--- src/hdl/pager_pkg.sv ---
package pager_pkg;

	//////////////////////////////
	// address space geometry
	//////////////////////////////
	localparam int ZA_W      = 16;
	localparam int WIN_N     = 4;
	localparam int WIN_OFS_W = 14;
	localparam int PAGE_W    = 8;
	localparam int PHYS_W    = 22;

	// axi4-lite register side
	localparam int AXI_AW = 5;
	localparam int AXI_DW = 32;

	//////////////////////////////
	// register map
	//////////////////////////////
	localparam logic [AXI_AW-1:0] REG_PAGE0 = 5'h00;
	localparam logic [AXI_AW-1:0] REG_PAGE1 = 5'h04;
	localparam logic [AXI_AW-1:0] REG_PAGE2 = 5'h08;
	localparam logic [AXI_AW-1:0] REG_PAGE3 = 5'h0C;
	// rom select in 3..0, romrw_en in 4
	localparam logic [AXI_AW-1:0] REG_CTRL  = 5'h10;
	// read only, dos in bit 0
	localparam logic [AXI_AW-1:0] REG_STAT  = 5'h14;

	// window 0 starts as rom
	localparam logic [WIN_N-1:0] CTRL_RESET = 4'b0001;

	// opcode fetch from rom at 3Dxx pages the dos rom in
	localparam logic [7:0] DOS_HI = 8'h3D;

	localparam logic [1:0] RESP_OKAY   = 2'd0;
	localparam logic [1:0] RESP_SLVERR = 2'd2;

	//////////////////////////////
	// types
	//////////////////////////////
	typedef enum logic [1:0] {
		CYC_IDLE,
		CYC_FETCH,
		CYC_READ,
		CYC_WRITE
	} cyc_kind_e;

	typedef enum logic {
		RD_IDLE,
		RD_RESP
	} axi_rd_e;

	typedef enum logic {
		WR_IDLE,
		WR_RESP
	} axi_wr_e;

endpackage

--- src/hdl/pager_regs.sv ---
module pager_regs (
	input  logic                             fclk,
	input  logic                             arst_n,
	// write address and data
	input  logic [pager_pkg::AXI_AW-1:0]     awaddr,
	input  logic                             awvalid,
	output logic                             awready,
	input  logic [pager_pkg::AXI_DW-1:0]     wdata,
	input  logic [pager_pkg::AXI_DW/8-1:0]   wstrb,
	input  logic                             wvalid,
	output logic                             wready,
	// write response
	output logic [1:0]                       bresp,
	output logic                             bvalid,
	input  logic                             bready,
	// read address and data
	input  logic [pager_pkg::AXI_AW-1:0]     araddr,
	input  logic                             arvalid,
	output logic                             arready,
	output logic [pager_pkg::AXI_DW-1:0]     rdata,
	output logic [1:0]                       rresp,
	output logic                             rvalid,
	input  logic                             rready,
	// status in, configuration out
	input  logic                             dos,
	output logic [pager_pkg::PAGE_W-1:0]     page0,
	output logic [pager_pkg::PAGE_W-1:0]     page1,
	output logic [pager_pkg::PAGE_W-1:0]     page2,
	output logic [pager_pkg::PAGE_W-1:0]     page3,
	output logic [pager_pkg::WIN_N-1:0]      romnram,
	output logic                             romrw_en
);
	pager_pkg::axi_wr_e              wr_state;
	pager_pkg::axi_rd_e              rd_state;
	logic                            wr_go;
	logic                            wr_hit;
	logic                            rd_go;
	logic                            rd_hit;
	logic [pager_pkg::AXI_DW-1:0]    rd_mux;

	//////////////////////////////
	// write channel
	//////////////////////////////
	// address and data taken in the same cycle
	assign wr_go   = (wr_state == pager_pkg::WR_IDLE) && awvalid && wvalid;
	assign awready = wr_go;
	assign wready  = wr_go;
	assign bvalid  = (wr_state == pager_pkg::WR_RESP);

	always_comb
	begin
		case (awaddr)
			pager_pkg::REG_PAGE0,
			pager_pkg::REG_PAGE1,
			pager_pkg::REG_PAGE2,
			pager_pkg::REG_PAGE3,
			pager_pkg::REG_CTRL: wr_hit = 1'b1;
			default:             wr_hit = 1'b0;
		endcase
	end

	always_ff @(posedge fclk or negedge arst_n)
	begin
		if (!arst_n)
			wr_state <= pager_pkg::WR_IDLE;
		else if (wr_go)
			wr_state <= pager_pkg::WR_RESP;
		else if (bvalid && bready)
			wr_state <= pager_pkg::WR_IDLE;
	end

	always_ff @(posedge fclk)
	begin
		if (wr_go)
			bresp <= wr_hit ? pager_pkg::RESP_OKAY : pager_pkg::RESP_SLVERR;
	end

	// only the low byte lane carries data
	always_ff @(posedge fclk or negedge arst_n)
	begin
		if (!arst_n)
		begin
			page0    <= '0;
			page1    <= '0;
			page2    <= '0;
			page3    <= '0;
			romnram  <= pager_pkg::CTRL_RESET;
			romrw_en <= 1'b0;
		end
		else if (wr_go && wr_hit && wstrb[0])
		begin
			case (awaddr)
				pager_pkg::REG_PAGE0: page0 <= wdata[pager_pkg::PAGE_W-1:0];
				pager_pkg::REG_PAGE1: page1 <= wdata[pager_pkg::PAGE_W-1:0];
				pager_pkg::REG_PAGE2: page2 <= wdata[pager_pkg::PAGE_W-1:0];
				pager_pkg::REG_PAGE3: page3 <= wdata[pager_pkg::PAGE_W-1:0];
				default:
				begin
					romnram  <= wdata[pager_pkg::WIN_N-1:0];
					romrw_en <= wdata[pager_pkg::WIN_N];
				end
			endcase
		end
	end

	//////////////////////////////
	// read channel
	//////////////////////////////
	assign rd_go   = (rd_state == pager_pkg::RD_IDLE) && arvalid;
	assign arready = rd_go;
	assign rvalid  = (rd_state == pager_pkg::RD_RESP);

	always_comb
	begin
		rd_mux = '0;
		rd_hit = 1'b1;
		case (araddr)
			pager_pkg::REG_PAGE0: rd_mux[pager_pkg::PAGE_W-1:0] = page0;
			pager_pkg::REG_PAGE1: rd_mux[pager_pkg::PAGE_W-1:0] = page1;
			pager_pkg::REG_PAGE2: rd_mux[pager_pkg::PAGE_W-1:0] = page2;
			pager_pkg::REG_PAGE3: rd_mux[pager_pkg::PAGE_W-1:0] = page3;
			pager_pkg::REG_CTRL:  rd_mux[pager_pkg::WIN_N:0]    = {romrw_en, romnram};
			pager_pkg::REG_STAT:  rd_mux[0]                     = dos;
			default:              rd_hit                        = 1'b0;
		endcase
	end

	always_ff @(posedge fclk or negedge arst_n)
	begin
		if (!arst_n)
			rd_state <= pager_pkg::RD_IDLE;
		else if (rd_go)
			rd_state <= pager_pkg::RD_RESP;
		else if (rvalid && rready)
			rd_state <= pager_pkg::RD_IDLE;
	end

	// data captured at the handshake, stable while rvalid waits
	always_ff @(posedge fclk)
	begin
		if (rd_go)
		begin
			rdata <= rd_mux;
			rresp <= rd_hit ? pager_pkg::RESP_OKAY : pager_pkg::RESP_SLVERR;
		end
	end

endmodule

--- src/hdl/window_map.sv ---
module window_map (
	input  logic                             fclk,
	input  logic                             arst_n,
	// z80 bus, already in the fclk domain
	input  logic [pager_pkg::ZA_W-1:0]       a,
	input  logic                             mreq_n,
	input  logic                             m1_n,
	input  logic                             rd_n,
	input  logic                             wr_n,
	// configuration
	input  logic [pager_pkg::PAGE_W-1:0]     page0,
	input  logic [pager_pkg::PAGE_W-1:0]     page1,
	input  logic [pager_pkg::PAGE_W-1:0]     page2,
	input  logic [pager_pkg::PAGE_W-1:0]     page3,
	input  logic [pager_pkg::WIN_N-1:0]      romnram,
	input  logic                             romrw_en,
	input  logic                             dos,
	// translated cycle
	output logic [pager_pkg::PHYS_W-1:0]     phys_addr,
	output logic                             ram_req,
	output logic                             csrom,
	output logic                             romoe_n,
	output logic                             romwe_n,
	output pager_pkg::cyc_kind_e             cyc_kind,
	output logic                             map_rom,
	output logic [pager_pkg::ZA_W/2-1:0]     map_hi
);
	pager_pkg::cyc_kind_e                                 kind;
	logic [pager_pkg::ZA_W-pager_pkg::WIN_OFS_W-1:0]      win;
	logic [pager_pkg::PAGE_W-1:0]                         win_page;
	logic [pager_pkg::PAGE_W-1:0]                         phys_page;
	logic                                                 win_rom;
	logic                                                 access;

	//////////////////////////////
	// bus cycle decode
	//////////////////////////////
	always_comb
	begin
		if (mreq_n || (rd_n && wr_n))
			kind = pager_pkg::CYC_IDLE;
		else if (!m1_n && !rd_n)
			kind = pager_pkg::CYC_FETCH;
		else if (!rd_n)
			kind = pager_pkg::CYC_READ;
		else
			kind = pager_pkg::CYC_WRITE;
	end

	assign access = (kind != pager_pkg::CYC_IDLE);

	// window from the top address bits
	assign win = a[pager_pkg::ZA_W-1:pager_pkg::WIN_OFS_W];

	always_comb
	begin
		case (win)
			2'd0:    win_page = page0;
			2'd1:    win_page = page1;
			2'd2:    win_page = page2;
			default: win_page = page3;
		endcase
	end

	assign win_rom = romnram[win];

	// rom page bit 0 follows dos
	assign phys_page = win_rom ? {win_page[pager_pkg::PAGE_W-1:1], dos} : win_page;

	//////////////////////////////
	// output register
	//////////////////////////////
	always_ff @(posedge fclk or negedge arst_n)
	begin
		if (!arst_n)
		begin
			phys_addr <= '0;
			ram_req   <= 1'b0;
			csrom     <= 1'b0;
			romoe_n   <= 1'b1;
			romwe_n   <= 1'b1;
			cyc_kind  <= pager_pkg::CYC_IDLE;
			map_rom   <= 1'b0;
			map_hi    <= '0;
		end
		else
		begin
			phys_addr <= {phys_page, a[pager_pkg::WIN_OFS_W-1:0]};
			ram_req   <= access && !win_rom;
			csrom     <= access && win_rom;
			romoe_n   <= !(win_rom && (kind == pager_pkg::CYC_FETCH ||
				kind == pager_pkg::CYC_READ));
			// flash writes only once enabled
			romwe_n   <= !(win_rom && romrw_en && kind == pager_pkg::CYC_WRITE);
			cyc_kind  <= kind;
			map_rom   <= win_rom;
			map_hi    <= a[pager_pkg::ZA_W-1:pager_pkg::ZA_W/2];
		end
	end

endmodule

--- src/hdl/dos_ctrl.sv ---
module dos_ctrl (
	input  logic                             fclk,
	input  logic                             arst_n,
	input  pager_pkg::cyc_kind_e             map_kind,
	input  logic                             map_rom,
	input  logic [pager_pkg::ZA_W/2-1:0]     map_hi,
	output logic                             dos
);
	logic is_fetch;
	logic dos_on;
	logic dos_off;

	//////////////////////////////
	// dos rom paging
	//////////////////////////////
	assign is_fetch = (map_kind == pager_pkg::CYC_FETCH);

	// entry point range of the disk rom
	assign dos_on  = is_fetch && map_rom && (map_hi == pager_pkg::DOS_HI);

	// any opcode from ram leaves dos
	assign dos_off = is_fetch && !map_rom;

	// long fetches just repeat the same decision
	always_ff @(posedge fclk or negedge arst_n)
	begin
		if (!arst_n)
			dos <= 1'b0;
		else if (dos_on)
			dos <= 1'b1;
		else if (dos_off)
			dos <= 1'b0;
	end

endmodule

--- src/hdl/pager_top.sv ---
module pager_top (
	input  logic                             fclk,
	input  logic                             arst_n,
	// z80
	input  logic [pager_pkg::ZA_W-1:0]       a,
	input  logic                             mreq_n,
	input  logic                             m1_n,
	input  logic                             rd_n,
	input  logic                             wr_n,
	// axi4-lite configuration
	input  logic [pager_pkg::AXI_AW-1:0]     awaddr,
	input  logic                             awvalid,
	output logic                             awready,
	input  logic [pager_pkg::AXI_DW-1:0]     wdata,
	input  logic [pager_pkg::AXI_DW/8-1:0]   wstrb,
	input  logic                             wvalid,
	output logic                             wready,
	output logic [1:0]                       bresp,
	output logic                             bvalid,
	input  logic                             bready,
	input  logic [pager_pkg::AXI_AW-1:0]     araddr,
	input  logic                             arvalid,
	output logic                             arready,
	output logic [pager_pkg::AXI_DW-1:0]     rdata,
	output logic [1:0]                       rresp,
	output logic                             rvalid,
	input  logic                             rready,
	// memory side
	output logic [pager_pkg::PHYS_W-1:0]     phys_addr,
	output logic                             ram_req,
	output logic                             csrom,
	output logic                             romoe_n,
	output logic                             romwe_n,
	output pager_pkg::cyc_kind_e             cyc_kind
);
	logic [pager_pkg::PAGE_W-1:0]    page0;
	logic [pager_pkg::PAGE_W-1:0]    page1;
	logic [pager_pkg::PAGE_W-1:0]    page2;
	logic [pager_pkg::PAGE_W-1:0]    page3;
	logic [pager_pkg::WIN_N-1:0]     romnram;
	logic                            romrw_en;
	logic                            dos;
	logic                            map_rom;
	logic [pager_pkg::ZA_W/2-1:0]    map_hi;

	//////////////////////////////
	// configuration registers
	//////////////////////////////
	pager_regs u_regs (
		.fclk     (fclk),
		.arst_n   (arst_n),
		.awaddr   (awaddr),
		.awvalid  (awvalid),
		.awready  (awready),
		.wdata    (wdata),
		.wstrb    (wstrb),
		.wvalid   (wvalid),
		.wready   (wready),
		.bresp    (bresp),
		.bvalid   (bvalid),
		.bready   (bready),
		.araddr   (araddr),
		.arvalid  (arvalid),
		.arready  (arready),
		.rdata    (rdata),
		.rresp    (rresp),
		.rvalid   (rvalid),
		.rready   (rready),
		.dos      (dos),
		.page0    (page0),
		.page1    (page1),
		.page2    (page2),
		.page3    (page3),
		.romnram  (romnram),
		.romrw_en (romrw_en)
	);

	//////////////////////////////
	// address translation
	//////////////////////////////
	window_map u_map (
		.fclk      (fclk),
		.arst_n    (arst_n),
		.a         (a),
		.mreq_n    (mreq_n),
		.m1_n      (m1_n),
		.rd_n      (rd_n),
		.wr_n      (wr_n),
		.page0     (page0),
		.page1     (page1),
		.page2     (page2),
		.page3     (page3),
		.romnram   (romnram),
		.romrw_en  (romrw_en),
		.dos       (dos),
		.phys_addr (phys_addr),
		.ram_req   (ram_req),
		.csrom     (csrom),
		.romoe_n   (romoe_n),
		.romwe_n   (romwe_n),
		.cyc_kind  (cyc_kind),
		.map_rom   (map_rom),
		.map_hi    (map_hi)
	);

	// dos follows the translated fetches
	dos_ctrl u_dos (
		.fclk     (fclk),
		.arst_n   (arst_n),
		.map_kind (cyc_kind),
		.map_rom  (map_rom),
		.map_hi   (map_hi),
		.dos      (dos)
	);

endmodule

--- config.mk ---
export PLATFORM = sky130hd
export DESIGN_NAME = pager_top
export DESIGN_NICKNAME = d
export VERILOG_FILES = /design/src/hdl/pager_pkg.sv /design/src/hdl/pager_regs.sv /design/src/hdl/window_map.sv /design/src/hdl/dos_ctrl.sv /design/src/hdl/pager_top.sv
export SDC_FILE = /design/constraint.sdc
export NUM_CORES = 1
export LEC_CHECK = 0
export BUFFER_PORTS_ARGS = -buffer_cell sky130_fd_sc_hd__buf_2
export CAP_MARGIN = 10
export CORE_ASPECT_RATIO = 0.7
export CORE_MARGIN = 4
export CORE_UTILIZATION = 45
export CTS_CLUSTER_DIAMETER = 150
export CTS_CLUSTER_SIZE = 12
export DETAILED_ROUTE_END_ITERATION = 8
export HOLD_SLACK_MARGIN = 0.06
export PLACE_DENSITY = 0.75
export SYNTH_ARGS = -nofsm -noshare
export SYNTH_HDL_FRONTEND = slang
export SYNTH_HIERARCHICAL = 1
export SYNTH_SLANG_ARGS = --single-unit
--- constraint.sdc ---
create_clock -name fclk -period 2.4 [get_ports fclk]
set_clock_uncertainty 0.2 [all_clocks]
set_input_delay 0.24 -clock fclk [delete_from_list [all_inputs] [get_ports fclk]]
set_output_delay 0.24 -clock fclk [all_outputs]
set_load 0.01 [all_outputs]
==> summary.txt <==
Run status
  • Status: finished, final reports clean

Die
  • Cell row count: 26
  • Core ar.: 7510 um^2
  • Die area: 9490 um^2
  • Initial core utilization: 47.8%
  • Die Height: 82.7 um
  • Number of I/O pins: 142
  • Die width: about 110 um

Placement
  • Area of placed instances: roughly 4000 um^2
  • Port Buffers: 88
  • Hpwl dp: 5.51 mm
  • Placed cells: approximately 430
  • Gpl congestion: 0.780

Cells and area
  • Commonest non-fill, non-tap cells in the layout: buf_2, dfrtp_1, mux2_2, dlygate4sd3_1, nand3_1
  • Final instance count without filler cells: 481
  • End-of-flow core utilization: 63.4%
  • Diodes inserted: 0
  • Area growth, synth to finish: 32.7%
  • Share of cells above drive strength 1: between 40 and 50%
  • Commonest non-fill, non-tap cell in the layout: buf_2
  • Final Net Count: 451
  • Post-route cell area: roughly 4800 um^2

Flow run
  • Maxcap violations: 0

Critical path
  • Crit path launch: a[14]
  • Reg2reg end: u_regs/page3[5]$_DFFE_PN0P_
  • Critical-path cell list: dlygate4sd3_1, clkbuf_4, mux4_2, nand4_1, dlygate4sd3_1
  • Slowest CP cell: mux4_2
  • R2r worst-path depth: 3
  • Cell repeated most along the worst path: dlygate4sd3_1
  • R2r setup slk: 0.36 ns
  • Max incr delay on CP: 0.64 ns
  • Critical path capture point type: flip-flop
  • Critical path type: in -> reg
  • Worst setup SP type: input port
  • Worst Path Required: 2.47 ns
  • Crit path to: u_map/romwe_n$_DFF_PN1_
  • Crit path DAT: ~2.4 ns
  • Crit path buf inv count: 3
  • Worst-path maximum fanout: 10
  • Levels on crit path: 5
  • Reg2Reg Launch Point: u_regs/bvalid$_DFFE_PN0P_
  • CP top delay family: buffers and inverters

CTS
  • CTS buffer count: 9
  • Sink Count: 81
  • CTS max path bufs: 2
  • Clock root cell: clkbuf_16
  • H-tree Lvls: 3
  • Clk Latency, worst-skew pair: 0.33 ns
  • TritonCTS clock tree: built
  • Setup Buffers After CTS: 0
  • Worst-path clk slew: 0.06 ns

Power
  • Sequential share of power: 43.5%
  • P per Cell Area: 735 nW/um^2
  • Internal: 2.74 mW
  • Leak Pwr: 2.38 nW
  • P_sw: 0.758 mW
  • Sw Ratio: between 20% and 30%
  • Clock power share: 45.9%
  • Comb power frac: 10.6%
  • VDD IR max: 407 uV

STA
  • Setup-failing EPs final: 0
  • Hold Vio Cnt, Final: 0
  • Fin crit share: 96.1%
  • Min Tclk post-route: 2.31 ns
  • Highest Clock Rate: 434 MHz
  • Slew headroom: 52.8%
  • Unrepaired setup endpoints after global routing: no
  • Max Slew Vio Count: 0
  • Setup_tns: 0 ns
  • Worst slew pin tran: 0.708 ns

Route
  • DRT Wirelength: between 8 and 9 mm
  • Routed Antenna Nets: 0
  • WL per Instance: 17.2 um
  • Drt drc: 0
  • DR vias: 2,407
  • DRT Pass-1 Iters: 4
  • Via density: 5.00
  • Initial DRC Count: between 100 and 150

Synthesis
  • Ys Warns: 6
  • Avg Synthesized Cell Area: 14.4 um^2
  • Synth Flop Type: dfrtp_1
  • Synth cell types: 35
  • Seq/Total Area, Yosys: between 50% and 60%
  • EDFF count, synth: 10
  • Asr flop ratio synth: 87.7%
  • Synth Instances: 249
  • Cell area after synthesis: 3590 um^2
  • Post-synthesis register bit count: 81

Global route
  • GRT Util Overall: 18.6%
  • First-pass GRT wire length: around 13 mm
  • Initial antenna violation count: 0
  • Largest net degree at the start of global routing: 31
  • Vias in the first global route: 2,548
  • GRT overflow: 0

Min path
  • Hold WC Path Type: in -> reg
-- area by class of cell --
class	count	area [um^2]
sequential	81	2080
tap	98	123
multi-input combinational	150	1300
inverter	3	11.3
fill	567	2750
timing repair buffer	133	888
clock inverter	6	111
clock buffer	10	250
-- state kept, by name, summed over array words and instances, names as in the netlist, 2 cells and up --
signal	count
u_regs/rdata	8
u_regs/page0	8
u_regs/romnram	4
u_regs/page1	8
u_map/map_hi	8
u_regs/page2	8
u_map/phys_addr	16
u_map/cyc_kind	2
u_regs/page3	8
-- per-layer routing --
layer  up-vias  wire, um  track usage, %
met5         -         0               0
met4         0       111            5.74
met2        85      4020            31.7
met1      1190      3500            23.9
met3        10       668            4.52
li1       1122         -               -
-- Yosys cell counts, types with 2 or more instances --
cell type | n | area [um^2]
nor2b_1 | 5 | 31.3
nand3_1 | 28 | 140
buf_4 | 33 | 248
mux4_2 | 2 | 45.0
buf_6 | 2 | 22.5
dfrtp_1 | 68 | 1700
a32oi_1 | 4 | 35.0
nor3_1 | 2 | 10.0
nand2_1 | 2 | 7.51
a21o_1 | 2 | 15.0
buf_2 | 3 | 15.0
clkbuf_1 | 2 | 7.51
edfxtp_1 | 10 | 300
nand4_1 | 6 | 37.5
mux2_2 | 41 | 462
dfstp_2 | 3 | 78.8
nor2_1 | 7 | 26.3
mux4_1 | 8 | 210
nand4b_2 | 2 | 30.0
inv_1 | 3 | 11.3
a21oi_1 | 2 | 10.0
-- tightest hold or removal path, cell delays in order --
cell and delay [ns]:
buf_2 0.12, o21ai_0 0.08, nand2_1 0.07
-- power groups by stage --
stage / sequential [mW] / clock (mW) / combinational (mW)
floorplan: 1.56 / 0 / 0.184
global placement: 1.54 / 0 / 0.312
detailed placement: 1.55 / 0 / 0.319
CTS: 1.52 / 1.65 / 0.370
global route: 1.54 / 1.71 / 0.405
finish: 1.53 / 1.61 / 0.370
-- worst min-delay path by stage --
stage              start                        end  slack (ns)  cells after the start
6_report       awaddr[2]  u_regs/bresp[1]$_DFFE_PP_        0.08                      3
5_1_grt        awaddr[2]  u_regs/bresp[1]$_DFFE_PP_        0.11                      3
3_3_place_gp      arst_n  u_map/map_hi[1]$_DFF_PN0_        0.12                      1
3_5_place_dp      arst_n  u_map/map_hi[5]$_DFF_PN0_        0.14                      1
4_1_cts        awaddr[2]  u_regs/bresp[1]$_DFFE_PP_        0.07                      3
2_1_floorplan     arst_n      u_dos/dos$_DFFE_PN0P_       -0.26                      0
-- what timing repair did --
action                                  in CTS  in global routing
hold buffers                                38                  0
endpoints found under the setup margin       0                  1
hold endpoints to repair                    87                  0
resized for setup                            0                  1
-- cells by family after synthesis --
group / synth area share (%)
flops: 58.0
simple gates: 10.7
mux: 20.4
buf+inv: 8.47
compound gates: 2.34
other cells: 0.104
-- stage by stage --
| step | hold WS, ns | setup WS (ns) | power, mW |
|---|---|---|---|
| floorplan | -0.256 | 0.582 | 1.74 |
| global placement | 0.121 | 0.455 | 1.86 |
| detailed placement | 0.136 | 0.399 | 1.87 |
| CTS | 0.0669 | 0.0594 | 3.55 |
| global route | 0.114 | 0.0418 | 3.65 |
| finish | 0.0828 | 0.0946 | 3.50 |
Note: power is estimated with default switching activity, not from simulation.
